`src/source/cache_be_pkg.sv`:
```
`default_nettype none

package cache_be_pkg;

   // widths shared by the front end and the memory bus.
   localparam int ADDR_W = 16;
   localparam int DATA_W = 32;
   localparam int NBYTES = DATA_W / 8;

   // one request on the memory bus; an all-zero strobe marks a read.
   typedef struct packed {
      logic              avalid;
      logic [ADDR_W-1:0] addr;
      logic [DATA_W-1:0] wdata;
      logic [NBYTES-1:0] wstrb;
   } be_req_t;

   // response from the memory bus.
   typedef struct packed {
      logic [DATA_W-1:0] rdata;
      logic              rvalid; // one-cycle pulse carrying read data.
      logic              ready;  // accepts the request presented in this cycle.
   } be_rsp_t;

   // one write coming from the cache front end.
   typedef struct packed {
      logic [ADDR_W-1:0] addr;
      logic [DATA_W-1:0] wdata;
      logic [NBYTES-1:0] wstrb;
   } wr_req_t;

endpackage

`default_nettype wire
```
`src/source/cache_back_end.sv`:
```
`timescale 1ns/10ps
`default_nettype none

module cache_back_end #(
   parameter int WORD_OFFSET_W = 2
) (
   input  logic                            clk_i,
   input  logic                            rst_n_i,
   input  logic                            write_valid_i,
   input  cache_be_pkg::wr_req_t           write_i,
   output logic                            write_ready_o,
   input  logic                            replace_valid_i,
   input  logic [cache_be_pkg::ADDR_W-1:WORD_OFFSET_W+$clog2(cache_be_pkg::NBYTES)]
                                           replace_addr_i,
   output logic                            replace_o,
   output logic                            read_valid_o,
   output logic [WORD_OFFSET_W-1:0]        read_addr_o,
   output logic [cache_be_pkg::DATA_W-1:0] read_rdata_o,
   output cache_be_pkg::be_req_t           be_req_o,
   input  cache_be_pkg::be_rsp_t           be_rsp_i
);

   cache_be_pkg::be_req_t           rd_req;
   cache_be_pkg::be_req_t           wr_breq;
   logic [1:0]                      be_ack;
   logic [cache_be_pkg::DATA_W-1:0] be_rdata;

   cache_read_channel #(
      .WORD_OFFSET_W(WORD_OFFSET_W)
   ) read_fsm (
      .clk_i          (clk_i),
      .rst_n_i        (rst_n_i),
      .replace_valid_i(replace_valid_i),
      .replace_addr_i (replace_addr_i),
      .replace_o      (replace_o),
      .read_valid_o   (read_valid_o),
      .read_addr_o    (read_addr_o),
      .read_rdata_o   (read_rdata_o),
      .be_req_o       (rd_req),
      .be_ack_i       (be_ack[0]),
      .be_rdata_i     (be_rdata)
   );

   cache_write_channel write_fsm (
      .clk_i        (clk_i),
      .rst_n_i      (rst_n_i),
      .write_valid_i(write_valid_i),
      .write_i      (write_i),
      .write_ready_o(write_ready_o),
      .be_req_o     (wr_breq),
      .be_ack_i     (be_ack[1])
   );

   cache_be_arbiter be_arb (
      .clk_i     (clk_i),
      .rst_n_i   (rst_n_i),
      .rd_req_i  (rd_req),
      .wr_req_i  (wr_breq),
      .be_rsp_i  (be_rsp_i),
      .be_req_o  (be_req_o),
      .be_ack_o  (be_ack),
      .be_rdata_o(be_rdata)
   );

endmodule

`default_nettype wire

```
`src/source/cache_be_arbiter.sv`:
```
`timescale 1ns/10ps
`default_nettype none

module cache_be_arbiter (
   input  logic                            clk_i,
   input  logic                            rst_n_i,
   input  cache_be_pkg::be_req_t           rd_req_i,
   input  cache_be_pkg::be_req_t           wr_req_i,
   input  cache_be_pkg::be_rsp_t           be_rsp_i,
   output cache_be_pkg::be_req_t           be_req_o,
   output logic [1:0]                      be_ack_o,   // bit 0 read channel, bit 1 write channel.
   output logic [cache_be_pkg::DATA_W-1:0] be_rdata_o
);

   logic lock_q;    // a transaction is accepted and not yet acknowledged.
   logic lock_rd_q; // owner of the stalled or locked grant.
   logic stall_q;   // the granted request waited for ready in the last cycle.
   logic wack_q;
   logic sel_rd;
   logic accept;
   logic wack;
   logic ack;

   // reads win a free grant and a stalled or locked grant stays with its owner.
   assign sel_rd = (lock_q | stall_q) ? lock_rd_q : rd_req_i.avalid;

   always_comb begin
      be_req_o        = sel_rd ? rd_req_i : wr_req_i;
      be_req_o.avalid = be_req_o.avalid & ~lock_q; // an outstanding request is not reissued.
   end

   assign accept = be_req_o.avalid & be_rsp_i.ready;
   assign wack   = accept & (be_req_o.wstrb != {cache_be_pkg::NBYTES{1'b0}});

   always_ff @(posedge clk_i) begin
      if (!rst_n_i) begin
         wack_q    <= 1'b0;
         lock_q    <= 1'b0;
         lock_rd_q <= 1'b0;
         stall_q   <= 1'b0;
      end else begin
         wack_q  <= wack;
         stall_q <= be_req_o.avalid & ~be_rsp_i.ready;
         if (be_req_o.avalid) begin
            lock_rd_q <= sel_rd;
         end
         if (ack) begin
            lock_q <= 1'b0;
         end else if (accept) begin
            lock_q <= 1'b1;
         end
      end
   end

   assign ack = be_rsp_i.rvalid | wack_q;

   // Steer the acknowledge to the channel that holds the grant, so a
   // request still waiting for the bus never sees the other one's ack.
   assign be_ack_o   = {ack & lock_q & ~lock_rd_q, ack & lock_q & lock_rd_q};
   assign be_rdata_o = be_rsp_i.rdata;

endmodule

`default_nettype wire

```
`src/source/cache_write_channel.sv`:
```
`timescale 1ns/10ps
`default_nettype none

module cache_write_channel (
   input  logic                  clk_i,
   input  logic                  rst_n_i,
   input  logic                  write_valid_i,
   input  cache_be_pkg::wr_req_t write_i,
   output logic                  write_ready_o,
   output cache_be_pkg::be_req_t be_req_o,
   input  logic                  be_ack_i
);

   localparam int BYTE_W = $clog2(cache_be_pkg::NBYTES);

   typedef enum logic {
      WR_IDLE,
      WR_WAIT
   } wr_state_t;

   wr_state_t             state_q;
   cache_be_pkg::wr_req_t hold_q;
   logic                  accept;

   assign accept = write_valid_i & write_ready_o;

   always_ff @(posedge clk_i) begin
      if (!rst_n_i) begin
         state_q <= WR_IDLE;
      end else begin
         case (state_q)
            WR_IDLE: begin
               if (accept) begin
                  state_q <= WR_WAIT;
               end
            end
            default: begin
               if (be_ack_i) begin
                  state_q <= WR_IDLE;
               end
            end
         endcase
      end
   end

   // the stored write is held unchanged until memory acknowledges it.
   always_ff @(posedge clk_i) begin
      if (accept) begin
         hold_q.addr  <= {write_i.addr[cache_be_pkg::ADDR_W-1:BYTE_W], {BYTE_W{1'b0}}};
         hold_q.wdata <= write_i.wdata;
         hold_q.wstrb <= write_i.wstrb;
      end
   end

   always_comb begin
      be_req_o.avalid = (state_q == WR_WAIT);
      be_req_o.addr   = hold_q.addr;
      be_req_o.wdata  = hold_q.wdata;
      be_req_o.wstrb  = hold_q.wstrb;
   end

   assign write_ready_o = (state_q == WR_IDLE);

endmodule

`default_nettype wire

```
`src/source/cache_read_channel.sv`:
```
`timescale 1ns/10ps
`default_nettype none

module cache_read_channel #(
   parameter int WORD_OFFSET_W = 2
) (
   input  logic                          clk_i,
   input  logic                          rst_n_i,
   input  logic                          replace_valid_i,
   input  logic [cache_be_pkg::ADDR_W-1:WORD_OFFSET_W+$clog2(cache_be_pkg::NBYTES)]
                                         replace_addr_i,
   output logic                          replace_o,
   output logic                          read_valid_o,
   output logic [WORD_OFFSET_W-1:0]      read_addr_o,
   output logic [cache_be_pkg::DATA_W-1:0] read_rdata_o,
   output cache_be_pkg::be_req_t         be_req_o,
   input  logic                          be_ack_i,
   input  logic [cache_be_pkg::DATA_W-1:0] be_rdata_i
);

   localparam int BYTE_W = $clog2(cache_be_pkg::NBYTES);
   localparam int LINE_W = cache_be_pkg::ADDR_W - WORD_OFFSET_W - BYTE_W;

   typedef enum logic [1:0] {
      RD_IDLE,
      RD_READ,
      RD_LAST
   } rd_state_t;

   rd_state_t                        state_q;
   logic      [LINE_W-1:0]           line_q;
   logic      [WORD_OFFSET_W-1:0]    word_q;
   logic                             valid_q;
   logic      [WORD_OFFSET_W-1:0]    idx_q;
   logic      [cache_be_pkg::DATA_W-1:0] rdata_q;

   always_ff @(posedge clk_i) begin
      if (!rst_n_i) begin
         state_q <= RD_IDLE;
         valid_q <= 1'b0;
      end else begin
         valid_q <= 1'b0; // the word strobe lasts a single cycle.
         case (state_q)
            RD_IDLE: begin
               if (replace_valid_i) begin
                  state_q <= RD_READ;
               end
            end
            RD_READ: begin
               if (be_ack_i) begin
                  valid_q <= 1'b1;
                  if (&word_q) begin
                     state_q <= RD_LAST;
                  end
               end
            end
            default: begin
               state_q <= RD_IDLE; // busy drops after the last word is handed over.
            end
         endcase
      end
   end

   // line address, word counter and returned data.
   always_ff @(posedge clk_i) begin
      if (state_q == RD_IDLE && replace_valid_i) begin
         line_q <= replace_addr_i;
         word_q <= '0;
      end
      if (state_q == RD_READ && be_ack_i) begin
         rdata_q <= be_rdata_i;
         idx_q   <= word_q;
         word_q  <= word_q + 1'b1;
      end
   end

   always_comb begin
      be_req_o        = '0;
      be_req_o.avalid = (state_q == RD_READ);
      be_req_o.addr   = {line_q, word_q, {BYTE_W{1'b0}}};
   end

   assign replace_o    = (state_q != RD_IDLE);
   assign read_valid_o = valid_q;
   assign read_addr_o  = idx_q;
   assign read_rdata_o = rdata_q;

endmodule

`default_nettype wire

```
`config.mk`:
```
export PLATFORM = sky130hd
export DESIGN_NAME = cache_back_end
export DESIGN_NICKNAME = d
export VERILOG_FILES = /design/src/source/cache_be_pkg.sv /design/src/source/cache_back_end.sv /design/src/source/cache_be_arbiter.sv /design/src/source/cache_write_channel.sv /design/src/source/cache_read_channel.sv
export SDC_FILE = /design/constraint.sdc
export NUM_CORES = 1
export LEC_CHECK = 0
export CAP_MARGIN = 40
export CORE_MARGIN = 2
export CORE_UTILIZATION = 45
export CTS_CLUSTER_DIAMETER = 100
export DETAILED_ROUTE_END_ITERATION = 8
export DONT_BUFFER_PORTS = 1
export PLACE_DENSITY = 0.69
export SETUP_SLACK_MARGIN = 0.5
export SLEW_MARGIN = 5
export SYNTH_ARGS = -nofsm -noshare
export SYNTH_HDL_FRONTEND = slang
export SYNTH_SLANG_ARGS = --single-unit
```
`constraint.sdc`:
```
create_clock -name clk_i -period 3.7 [get_ports clk_i]
set_input_delay 0.925 -clock clk_i [delete_from_list [all_inputs] [get_ports clk_i]]
set_output_delay 0.925 -clock clk_i [all_outputs]
set_load 0.05 [all_outputs]
```
==> results of run 1 <==
## power groups by stage
stage	registers, µW	clock network (µW)	logic [µW]
2_1_floorplan	1400	0	319
3_3_place_gp	1410	0	341
3_5_place_dp	1410	0	344
4_1_cts	1380	692	345
5_1_grt	1380	736	356
6_report	1380	662	340
## worst max-delay path: stages (launching register included)
cell and delay [ns]:
dfxtp_1 0.37, nor2_4 0.15, mux2i_4 0.24, buf_4 0.32, and2_1 0.51
## worst paths after layout
path / start / endpoint / slack (ns) / depth (start not counted)
worst max-delay path: be_arb.lock_q$_SDFFE_PP0P_ / be_req_o[11] / 0.82 / 4
worst min-delay path: read_fsm.state_q[1]$_SDFFE_PN0P_ / read_fsm.state_q[0]$_SDFFE_PN0P_ / 0.45 / 1
worst max register to register: be_arb.lock_rd_q$_SDFFE_PN0P_ / read_fsm.word_q[0]$_SDFFCE_PN0P_ / 2.00 / 4
worst min register to register: read_fsm.state_q[1]$_SDFFE_PN0P_ / read_fsm.state_q[0]$_SDFFE_PN0P_ / 0.45 / 1
## through the flow
step / instances / worst slack (ns) / hold WS [ns]
final: 323 / 0.8189 / 0.4512
after global routing: 323 / 0.6525 / 0.4750
after CTS: 323 / 0.7266 / 0.4508
after detailed placement: 307 / 1.137 / 0.4331
after global placement: 306 / 1.158 / 0.4224
after floorplan: 203 / 1.028 / 0.4037
## flip-flops by register name, indices dropped and copies added (netlist names)
| signal | flops |
|---|---|
| be_arb.wack_q | 1 |
| write_fsm.be_req_o | 50 |
| be_arb.lock_q | 1 |
| read_fsm.line_q | 12 |
| read_fsm.word_q | 2 |
| write_fsm.state_q | 1 |
| read_fsm.read_addr_o | 2 |
| be_arb.stall_q | 1 |
| read_fsm.state_q | 2 |
| read_fsm.read_valid_o | 1 |
| read_fsm.read_rdata_o | 32 |
| be_arb.lock_rd_q | 1 |
## routing by layer
layer  wire [µm]  vias to the layer above  part of all wire (%)  GRT usage [%]
met1        2539                      802                    38          13.57
li1            -                      764                     -              -
met3         847                       10                    13          7.292
met2        3208                      142                    48          22.45
met5           0                        -                     0              0
met4         112                        0                   1.7          7.160
## kinds of logic (layout without fill, tap and decap cells)
| kind of cell | Yosys count | after routing | synth area share (%) |
|---|---|---|---|
| compound gates | 10 | 10 | 1.917 |
| flops | 106 | 106 | 80.57 |
| mux | 15 | 15 | 5.653 |
| buf+inv | 11 | 26 | 1.851 |
| other cells | 1 | 2 | 0.09737 |
| simple gates | 58 | 58 | 9.584 |
| fa+ha+maj | 1 | 1 | 0.3248 |
## layout by cell type, fill, tap and decap left out, types with 2 or more instances in the layout
| cell type | Yosys | final |
|---|---|---|
| nor4_1 | 3 | 3 |
| inv_1 | 4 | 4 |
| clkbuf_8 | 0 | 9 |
| buf_4 | 2 | 6 |
| edfxtp_1 | 98 | 98 |
| mux2_2 | 4 | 4 |
| and3_1 | 3 | 3 |
| mux2_4 | 10 | 10 |
| nor2_1 | 5 | 5 |
| conb_1 | 1 | 2 |
| clkbuf_1 | 0 | 2 |
| and2_1 | 38 | 38 |
| a21oi_1 | 2 | 2 |
| dfxtp_1 | 8 | 8 |
| or2_2 | 2 | 2 |
| o21ai_0 | 3 | 3 |
## area by class of cell
class | instances | area [µm²] | share of cell area, %
Timing Repair Buffer | 6 | 45.04 | 1.080
Tap cell | 105 | 131.4 | 3.151
Clock buffer | 11 | 131.4 | 3.151
Clock inverter | 5 | 55.05 | 1.321
Sequential cell | 106 | 3103 | 74.43
Multi-Input combinational cell | 86 | 688.2 | 16.51
Inverter | 4 | 15.01 | 0.3601
==> impl_summary.md, run 1 <==
Run status
The flow ran to the end, and the final reports show no timing, DRC or antenna violations.

Critical path
The worst setup path is captured at an output port. Data on the critical path is required at its endpoint by 2.77 ns. The nature of the critical path startpoint is a flip-flop.

The critical path in this run is classified as flip-flop to output port. The top fanout value on the critical path is 40. The arrival time at the worst endpoint is 1.96 ns.

Logic synthesis
The fraction of registers with async set or reset after synthesis is 0%. The commonest cells after synthesis are edfxtp_1 (98), and2_1 (38), mux2_4 (10). The number of instances in the synthesized netlist is 202. The netlist area before placement is 0.003851 mm². Averaged over all synthesized cells, the footprint is 19.07 µm². Counting distinct cell types in the post-synthesis netlist gives 30. The library cell with the highest instance count after synthesis is edfxtp_1. The count of synthesis-stage warnings from yosys is 0. The library cell with the largest summed area after synthesis is edfxtp_1. Sorting the synthesized cells by area gives the leading types as edfxtp_1 (76%), and2_1 (6.2%), dfxtp_1 (4.2%). The number of flops mapped to enable cells by yosys is 98. The most used flip-flop cell after synthesis is edfxtp_1.

Sequential cells were found to cover 80.57% of the synthesized design area. Summed over its instances, the top area cell type makes up 76.41% of the synthesized netlist area. The flip-flop and latch count after synthesis is 106.

Placed design
The cell area after placement is 0.003983 mm². Routability-driven placement finished with a final weighted congestion of 0.6892. Buffers placed on the I/O ports in this run total 0.

Route
The iteration-0 DRC count of the detailed router is 44. After detailed routing, the number of remaining DRC violations is 0. The number of vias per cell after detailed routing is 5.319.

The number of nets with antenna violations after detailed routing is 0. The wire length after detailed routing is 6709 µm. The detailed-router iteration count before antenna repair is 4. The mean routed wirelength per cell is 20.77 µm. The count of vias placed by the detailed router is 1,718.

Clock network
TritonCTS created 9 clock buffers. The number of gates resized after CTS is 0. The clock tree from TritonCTS is done. The deepest level of the CTS H-tree is 3. The number of hold buffers added after CTS was 0. In this run the clock root is driven by a clkbuf_8. The clock latency on the worst-skew pair is 0.35 ns.

Clock-pin slew was measured on the worst setup and hold paths at 0.09 ns. The maximum number of buffers from clock root to sink is 2. The buffer count from post-CTS setup fixing is 0. CTS saw 106 sinks.

Global routing
The number of antenna violations at the first check in global routing is 0. The maximum number of pins on one net before global-route repair is 41. The leftover overflow at the end of global routing is 0. The number of global-route vias before repair is 1,657. Global routing consumed, over all layers together, 13.49% of the routing resources. The first global-routing pass estimated 8845 µm of wire.

Timing
The highest clock rate is 0.3471 GHz. The total count of max-transition violations in the final report is 0. In the finished design, the share of the clock period the worst path needs comes to 77.87%. After routing, the total negative slack on setup checks comes to 0 ns. The final number of hold-violating endpoints is 0. For the final database, setup skew stands at 0.009852 ns. The total of endpoints with negative setup slack in the final report is 0. The final critical delay including setup and external delays is 2.881 ns.

Setup repair after global routing left no endpoint under its margin. The transition time at the pin with the least slew margin is 0.5242 ns. The worst slew slack as a fraction of its limit is 65.00%.

Pwr
The completed layout was analyzed and its total power is 2381 µW. The switching power is 645.1 µW. Net switching is 27.10% of the power. In this run the power density over the cells is 571.1 mW/mm². The part of the total power dissipated in the clock network is 27.8%. For this design the static power due to leakage is 0.001437 µW. Combinational logic is responsible for 14.3% of the overall power. The internal portion of the total power is 1736 µW. The peak supply drop is 0.2957 mV. The portion of total power attributed to sequential cells is 57.9%.

Layout
Fill cells in the final layout number 663. Of the cells placed in the final design, the portion with a size suffix greater than 1 is 19.27%. The final core utilization is 50.48%. The summed area of non-filler cells in the final layout is 0.004169 mm². At the end of the flow, the number of nets in the layout was 316. The repair_antennas step left the layout with diodes totalling 0.

The area growth from synthesis to layout is 8.252%.

Floorplan
The initial core utilization is 46.64%. The area of the die is 0.009314 mm². The core region is 0.008258 mm². The die boundary height is 96.51 µm.

The number of I/O pins is 192. The number of rows in the core area is 33. In this run the horizontal extent of the chip is 96.51 µm.

Flow run
The number of max-capacitance violations reported is 0.

Worst hold path
The path class of the tightest hold or removal check is flip-flop to flip-flop.
Note: power is estimated with default switching activity, not from simulation.
==> run 2: changes to the inputs <==
==> constraint.sdc (replaced) <==
create_clock -name clk_i -period 2.5 [get_ports clk_i]
set_input_delay 0.625 -clock clk_i [delete_from_list [all_inputs] [get_ports clk_i]]
set_output_delay 0.625 -clock clk_i [all_outputs]
set_load 0.05 [all_outputs]
==> run 2 against run 1 <==
Power up 55%. Clock power up 41%. Die area unchanged. Setup slack worse by 0.71 ns. Final area up 13%. Clock skew up 0.0033 ns. Flip-flop and latch count unchanged. First-iteration DRC count up 23%. Utilization up 6.5 points. Largest power group unchanged.
==> impl_summary.md, run 2 (synthesis results as in run 1) <==
Placed design
The cell count after placement is 320. Port buffering added 0 buffers. The placed instances occupy a cell area of 0.004302 mm². The congestion estimate from routability-driven global placement came to 0.7824. Summed over all nets, the half-perimeter wirelength after detailed placement is 5059 µm.

Clock network
The cts-stage hold buffer count is 0. For the worst-skew pair, the clock arrives at the later sink with an insertion delay of 0.35 ns. The H-tree generated during clock tree synthesis spans 3 levels. The master cell of the clock root buffer is clkbuf_8. TritonCTS built the clock tree. Clock-pin slew was measured on the worst setup and hold paths at 0.10 ns.

Buffers inserted during clock tree synthesis total 9. The TritonCTS sink count is 106. The maximum number of buffers from clock root to sink is 2.

Global routing
Global routing consumed, over all layers together, 14.78% of the routing resources. The number of antenna violations at the first check in global routing is 1. The first global-routing pass estimated 9666 µm of wire. The number of global-route vias before repair is 1,749. Entering global routing, the biggest net connects 29 pins.

The leftover overflow at the end of global routing is 0.

Critical path
The launch point of the worst reg-to-reg path is read_fsm.state_q[0]$_SDFFE_PN0P_. At the worst endpoint, the required time is 1.88 ns. In this run the register-to-register setup slack is 0.70 ns. The type of the setup path with the least slack is flip-flop to output port. The worst setup path is launched from a flip-flop. The capture instance of the worst register-to-register path is read_fsm.line_q[1]$_DFFE_PP_. The worst setup path is captured at an output port.

Counting cells, the worst reg-to-reg path comes to 3. In this run the worst path has a maximum fanout of 20. Data on the critical path arrives at its endpoint at 1.76 ns.

Layout
The most frequent standard cell in the layout excluding fill and tap cells is edfxtp_1. Cells fill 56.94% of the core in the end. The finished layout holds 346 standard cells, fillers aside. The post-route netlist has 45.23% of its cells at a drive strength greater than 1. The register area is 0.003113 mm². The register with the most flip-flops in the layout has 50 of them. The total of fill cells in the finished design is 607. The final net count is 339. The total inserted antenna cells is 0.

The finished cells cover 0.004702 mm². The post-synthesis to final-layout area growth is 22.09%. In the layout the commonest cells are edfxtp_1 (98), and2_4 (26), buf_12 (15). The multi-input combinational cells in the finished layout cover a total of 787.0 µm².

Floorplan
In this run the count of I/O pins placed on the die edge is 192. The die width is 96.51 µm. In this run the standard cell core region covers 0.008258 mm².

The die boundary height is 96.51 µm. The initial core utilization is 46.64%. The floorplan step defined a die boundary enclosing 0.009314 mm².

The number of rows in the core area is 33.

Run status
The flow ran to the end, and the final reports show no timing, DRC or antenna violations.

Timing
The total count of max-transition violations in the final report was 0. The worst path uses 95.53% of the clock period. Setup violations remaining at the end of the flow were counted as 0. Static timing analysis puts the maximum clock frequency at 0.4187 GHz. On the final layout, the worst clock skew is 0.01320 ns. Setup repair after global routing could not meet its margin everywhere. The final setup TNS is 0 ns. The transition time at the pin with the least slew margin is 0.5983 ns. Headroom to the max-slew limit came out at 60.11%. The clock period could shrink to 2.388 ns. The final number of hold-violating endpoints was 0.

Route
The detailed-router iteration count before antenna repair is 4. The count of vias placed by the detailed router is 1,792. Wires add up to 7111 µm. After detailed routing, the number of vias per cell comes to 5.179.

The count of nets left with antenna violations once routing finished came out at 0. The first routing iteration left 54 violations. The mean routed wirelength per cell is 20.55 µm.

After detailed routing, the number of remaining DRC violations is 0.

Worst hold path
The type of the tightest min-delay check is primary input to flip-flop. The worst hold path terminates at be_arb.lock_q$_SDFFE_PP0P_. The worst hold path begins at be_rsp_i[1]. The number of cells on the worst hold path is 1.

Flow run
The number of max-capacitance violations reported is 0.

Pwr
The peak supply drop is 0.4064 mV. For this design the static power due to leakage is 0.001723 µW. For this design the ratio of total power to cell area is 784.4 mW/mm².
## run 2: cell types whose count changed in the layout (fill, tap and decap cells not counted), moves of 3 or more
cell,previous run,this run
and2_1,38,1
and2_2,0,11
and2_4,0,26
buf_12,0,15
buf_16,0,3
buf_6,0,4
dfxtp_1,8,4
inv_6,0,3
mux2_2,4,0
mux2_4,10,14
## run 2: worst max-delay path by stage
stage	start	end	slack, ns	cells past startpoint
final	be_arb.lock_q$_SDFFE_PP0P_	be_req_o[46]	0.11	5
after global routing	be_arb.stall_q$_SDFF_PN0_	be_req_o[11]	0.03	7
after CTS	be_arb.lock_q$_SDFFE_PP0P_	be_req_o[45]	0.09	5
after detailed placement	be_arb.lock_q$_SDFFE_PP0P_	be_req_o[38]	0.33	4
after global placement	be_arb.lock_q$_SDFFE_PP0P_	be_req_o[38]	0.35	4
after floorplan	be_arb.stall_q$_SDFF_PN0_	be_req_o[46]	0.49	4
## run 2: metrics by stage
stage,worst slack [ns],total power (µW),hold slack [ns]
after CTS,0.09444,3734,0.3011
after detailed placement,0.3342,2699,0.4256
after global routing,0.02605,3832,0.3082
final,0.1118,3688,0.3301
after floorplan,0.4860,2563,0.4037
after global placement,0.3487,2693,0.4122
## run 2: final cells by class
cell class	count	area share, %
Sequential cell	106	66.21
Multi-Input combinational cell	86	16.74
Timing Repair Buffer	29	10.22
Tap cell	105	2.794
Clock buffer	10	2.714
Clock inverter	6	1.011
Inverter	4	0.3193
## run 2: worst max-delay path, stage by stage (launching register included)
cell and delay (ns):
dfxtp_4 0.37, nor2_4 0.10, mux2i_4 0.26, buf_6 0.14
buf_12 0.14, mux2_4 0.40
## run 2: layer usage
metal | up-vias | part of all wire [%] | global-route usage (%)
li1 | 811 | - | -
met1 | 834 | 38 | 15.47
met2 | 137 | 48 | 24.02
met3 | 8 | 14 | 8.844
met4 | 2 | 1.1 | 6.338
met5 | - | 0.23 | 0
## run 2: timing repair
action,4_1_cts,5_1_grt
endpoints found under the setup margin,51,51
resized for setup,44,4
gates cloned,3,0
pin swaps,7,5
setup buffers,7,0
## run 2: power breakdown
group          internal (µW)  switching (µW)  total (µW)  leakage, µW
Clock                    374             562         935    0.0000877
Sequential              2010            29.5        2040     0.000984
Combinational            263             447         710     0.000652
Total                   2650            1040        3690      0.00172
==> run 3: changes to the inputs <==
--- a/config.mk
+++ b/config.mk
@@ -8,6 +8,7 @@
 export CAP_MARGIN = 40
 export CORE_MARGIN = 2
 export CORE_UTILIZATION = 45
+export CTS_BUF_LIST = sky130_fd_sc_hd__clkbuf_16
 export CTS_CLUSTER_DIAMETER = 100
 export DETAILED_ROUTE_END_ITERATION = 8
 export DONT_BUFFER_PORTS = 1
==> run 3 against run 2 <==
Clock power is 38% higher. Clock skew is 0.0063 ns lower. Power increased by 9.9%. Worst hold slack better by 0.013 ns. Sequential power barely moved. Flip-flop and latch count stayed put. Global-route usage shrank 0.50 points. Non-clock buffer count grew 3. Via count rose by 1.1%.
==> impl_summary.md, run 3 (synthesis results as in run 1) <==
Run status
The flow ran to the end, and the final reports show no timing, DRC or antenna violations.

Route
After detailed routing, the number of remaining DRC violations is 0. The detailed-router iteration count before antenna repair is 5. The count of nets left with antenna violations once routing finished came out at 0. Wires add up to 7382 µm. The iteration-0 DRC count of the detailed router is 64. In the routed layout, each cell is associated on average with a via count of 5.189. The count of vias placed by the detailed router is 1,811. Dividing the detail-routed wire length by the instance count gives 21.15 µm.

Layout
The total inserted antenna cells is 0. The most frequent standard cell in the layout excluding fill and tap cells is edfxtp_1. The fraction of final layout cells with drive strength greater than 1 is 46.72%. The post-synthesis to final-layout area growth is 25.67%.

In the final design database the tool counted 342 nets. In the layout the commonest cells are edfxtp_1 (98), and2_4 (26), buf_12 (15). The number of flip-flops in the largest register is 50. The filler-free cell count of the finished design is 349.

Clock network
No sink is reached through more buffers than the 2 on the longest clock path. The cts-stage hold buffer count is 0. The clock tree synthesis step divided the H-tree into 3 levels. In this run, CTS created clock tree buffers numbering 9. The clock latency on the worst-skew pair is 0.34 ns. The tree is rooted in a clkbuf_16. The post-CTS clock slew at the launch and capture registers of the worst setup and hold paths is 0.07 ns. TritonCTS built the clock tree. The clock drives 106 sinks.

Pwr
The analysis attributes to cell leakage a power of 0.001796 µW. The worst-case IR drop observed on VDD is 0.4481 mV. Power spread over the standard cell area amounts to 837.6 mW/mm².

Global routing
The number of antenna violations at the first check in global routing came to 1. The global router's overall resource usage is 14.28%. The global-route wire length before repair is 9246 µm. Global routing finished with a remaining overflow of 0. The number of global-route vias before repair is 1,687. Entering global routing, the biggest net connects 40 pins.

Critical path
STA puts the critical path data required time at 1.88 ns. Setup slack on the worst reg-to-reg path comes out at 0.70 ns. The worst setup path is captured at an output port. The critical path is of the flip-flop to output port type. The arrival time at the worst endpoint is 1.76 ns. Measured in cells, the most critical reg-to-reg path has a length of 3. The nature of the critical path startpoint is a flip-flop. In this run the worst path has a maximum fanout of 5.

Floorplan
The number of I/O pins is 192. Measured along the x axis, the die boundary spans 96.51 µm. The number of rows in the core area is 33. The area of the die is 0.009314 mm².

For this configuration, the core starts out at a cell density of 46.64%. The total area inside the core boundary comes to 0.008258 mm². The die boundary height is 96.51 µm.

Placed design
In this run, placement finished with an instance count of 320. The count of buffers inserted at the top-level ports is 0. The placed wire-length estimate after detailed placement is 5059 µm. The final weighted congestion in routability-driven placement is 0.7824.

Flow run
The tool flagged a number of max-cap violations equal to 0.

Timing
The transition time at the pin with the least slew margin is 0.5879 ns. The total count of max-transition violations in the final report is 0. Timing would allow up to 0.4192 GHz.

Summed over all failing endpoints, the final setup total negative slack is 0 ns. Across the routed clock network, the largest skew measured is 0.006943 ns. Setup repair after global routing could not meet its margin everywhere. Setup violations remaining at the end of the flow were counted as 0. The final critical path takes up 95.42% of the cycle. The final number of hold-violating endpoints came to 0.

The worst slew slack as a fraction of its limit is 60.81%. Subtracting the final worst setup slack from the clock period gives 2.385 ns.

Worst hold path
The path class of the tightest hold or removal check is primary input to flip-flop. Along the worst hold path, the cell count comes to 1.
==> run 3: cell count changes in the layout (fill, tap and decap cells not counted), moves of 2 or more <==
cell,delta
buf_4,+4
clkbuf_16,+13
buf_16,-3
clkbuf_8,-9
buf_6,-2
==> run 3: worst max-delay path, cell delays in order (launching register included) <==
cell and delay, ns:
dfxtp_4 0.35, nor2_4 0.13, mux2i_4 0.27, buf_6 0.17, buf_12 0.12, mux2_4 0.38
==> run 3: final timing paths <==
check | from | endpoint
setup reg to reg | read_fsm.state_q[0]$_SDFFE_PN0P_ | read_fsm.line_q[1]$_DFFE_PP_
hold / removal | be_rsp_i[1] | be_arb.lock_q$_SDFFE_PP0P_
setup / recovery | be_arb.stall_q$_SDFF_PN0_ | be_req_o[46]
hold reg to reg | read_fsm.state_q[1]$_SDFFE_PN0P_ | read_fsm.state_q[0]$_SDFFE_PN0P_
==> run 3: metal layers <==
metal  vias to the layer above  GRT usage [%]  share of wire (%)
met4                         2          7.746                1.4
met5                         -              0               0.22
met3                        12          9.620                 14
met2                       138          22.40                 49
met1                       842          14.24                 36
li1                        817              -                  -
==> run 3: where the power goes <==
group	switching (µW)	internal (µW)	leakage [µW]
clock network	610	682	0.000138
logic	452	266	0.000674
registers	29.1	2010	0.000984
total	1090	2960	0.00180
==> run 3: layout make-up <==
cell class	instances	area, µm²
inverter	4	15.01
clock buffer	9	225.2
multi-input combinational	86	798.3
clock inverter	7	51.30
tap	105	131.4
timing repair buffer	32	505.5
sequential	106	3113
fill	610	3418
==> run 3: timing repair <==
item | CTS | global route
gates cloned | 0 | 4
buffers inserted | 3 | 6
resized for setup | 15 | 31
endpoints found under the setup margin | 51 | 51
pin swaps | 3 | 22
==> run 3: stage by stage <==
step	setup slack [ns]	cell area, µm²	util, %	power (µW)	hold slack [ns]
finish	0.1146	4840	58.61	4054	0.3434
global route	0.05385	4840	58.61	4195	0.3334
CTS	0.1113	4644	56.24	4008	0.3383
detailed placement	0.3342	4302	52.09	2699	0.4256
global placement	0.3487	4302	52.09	2693	0.4122
floorplan	0.4860	3909	-	2563	0.4037
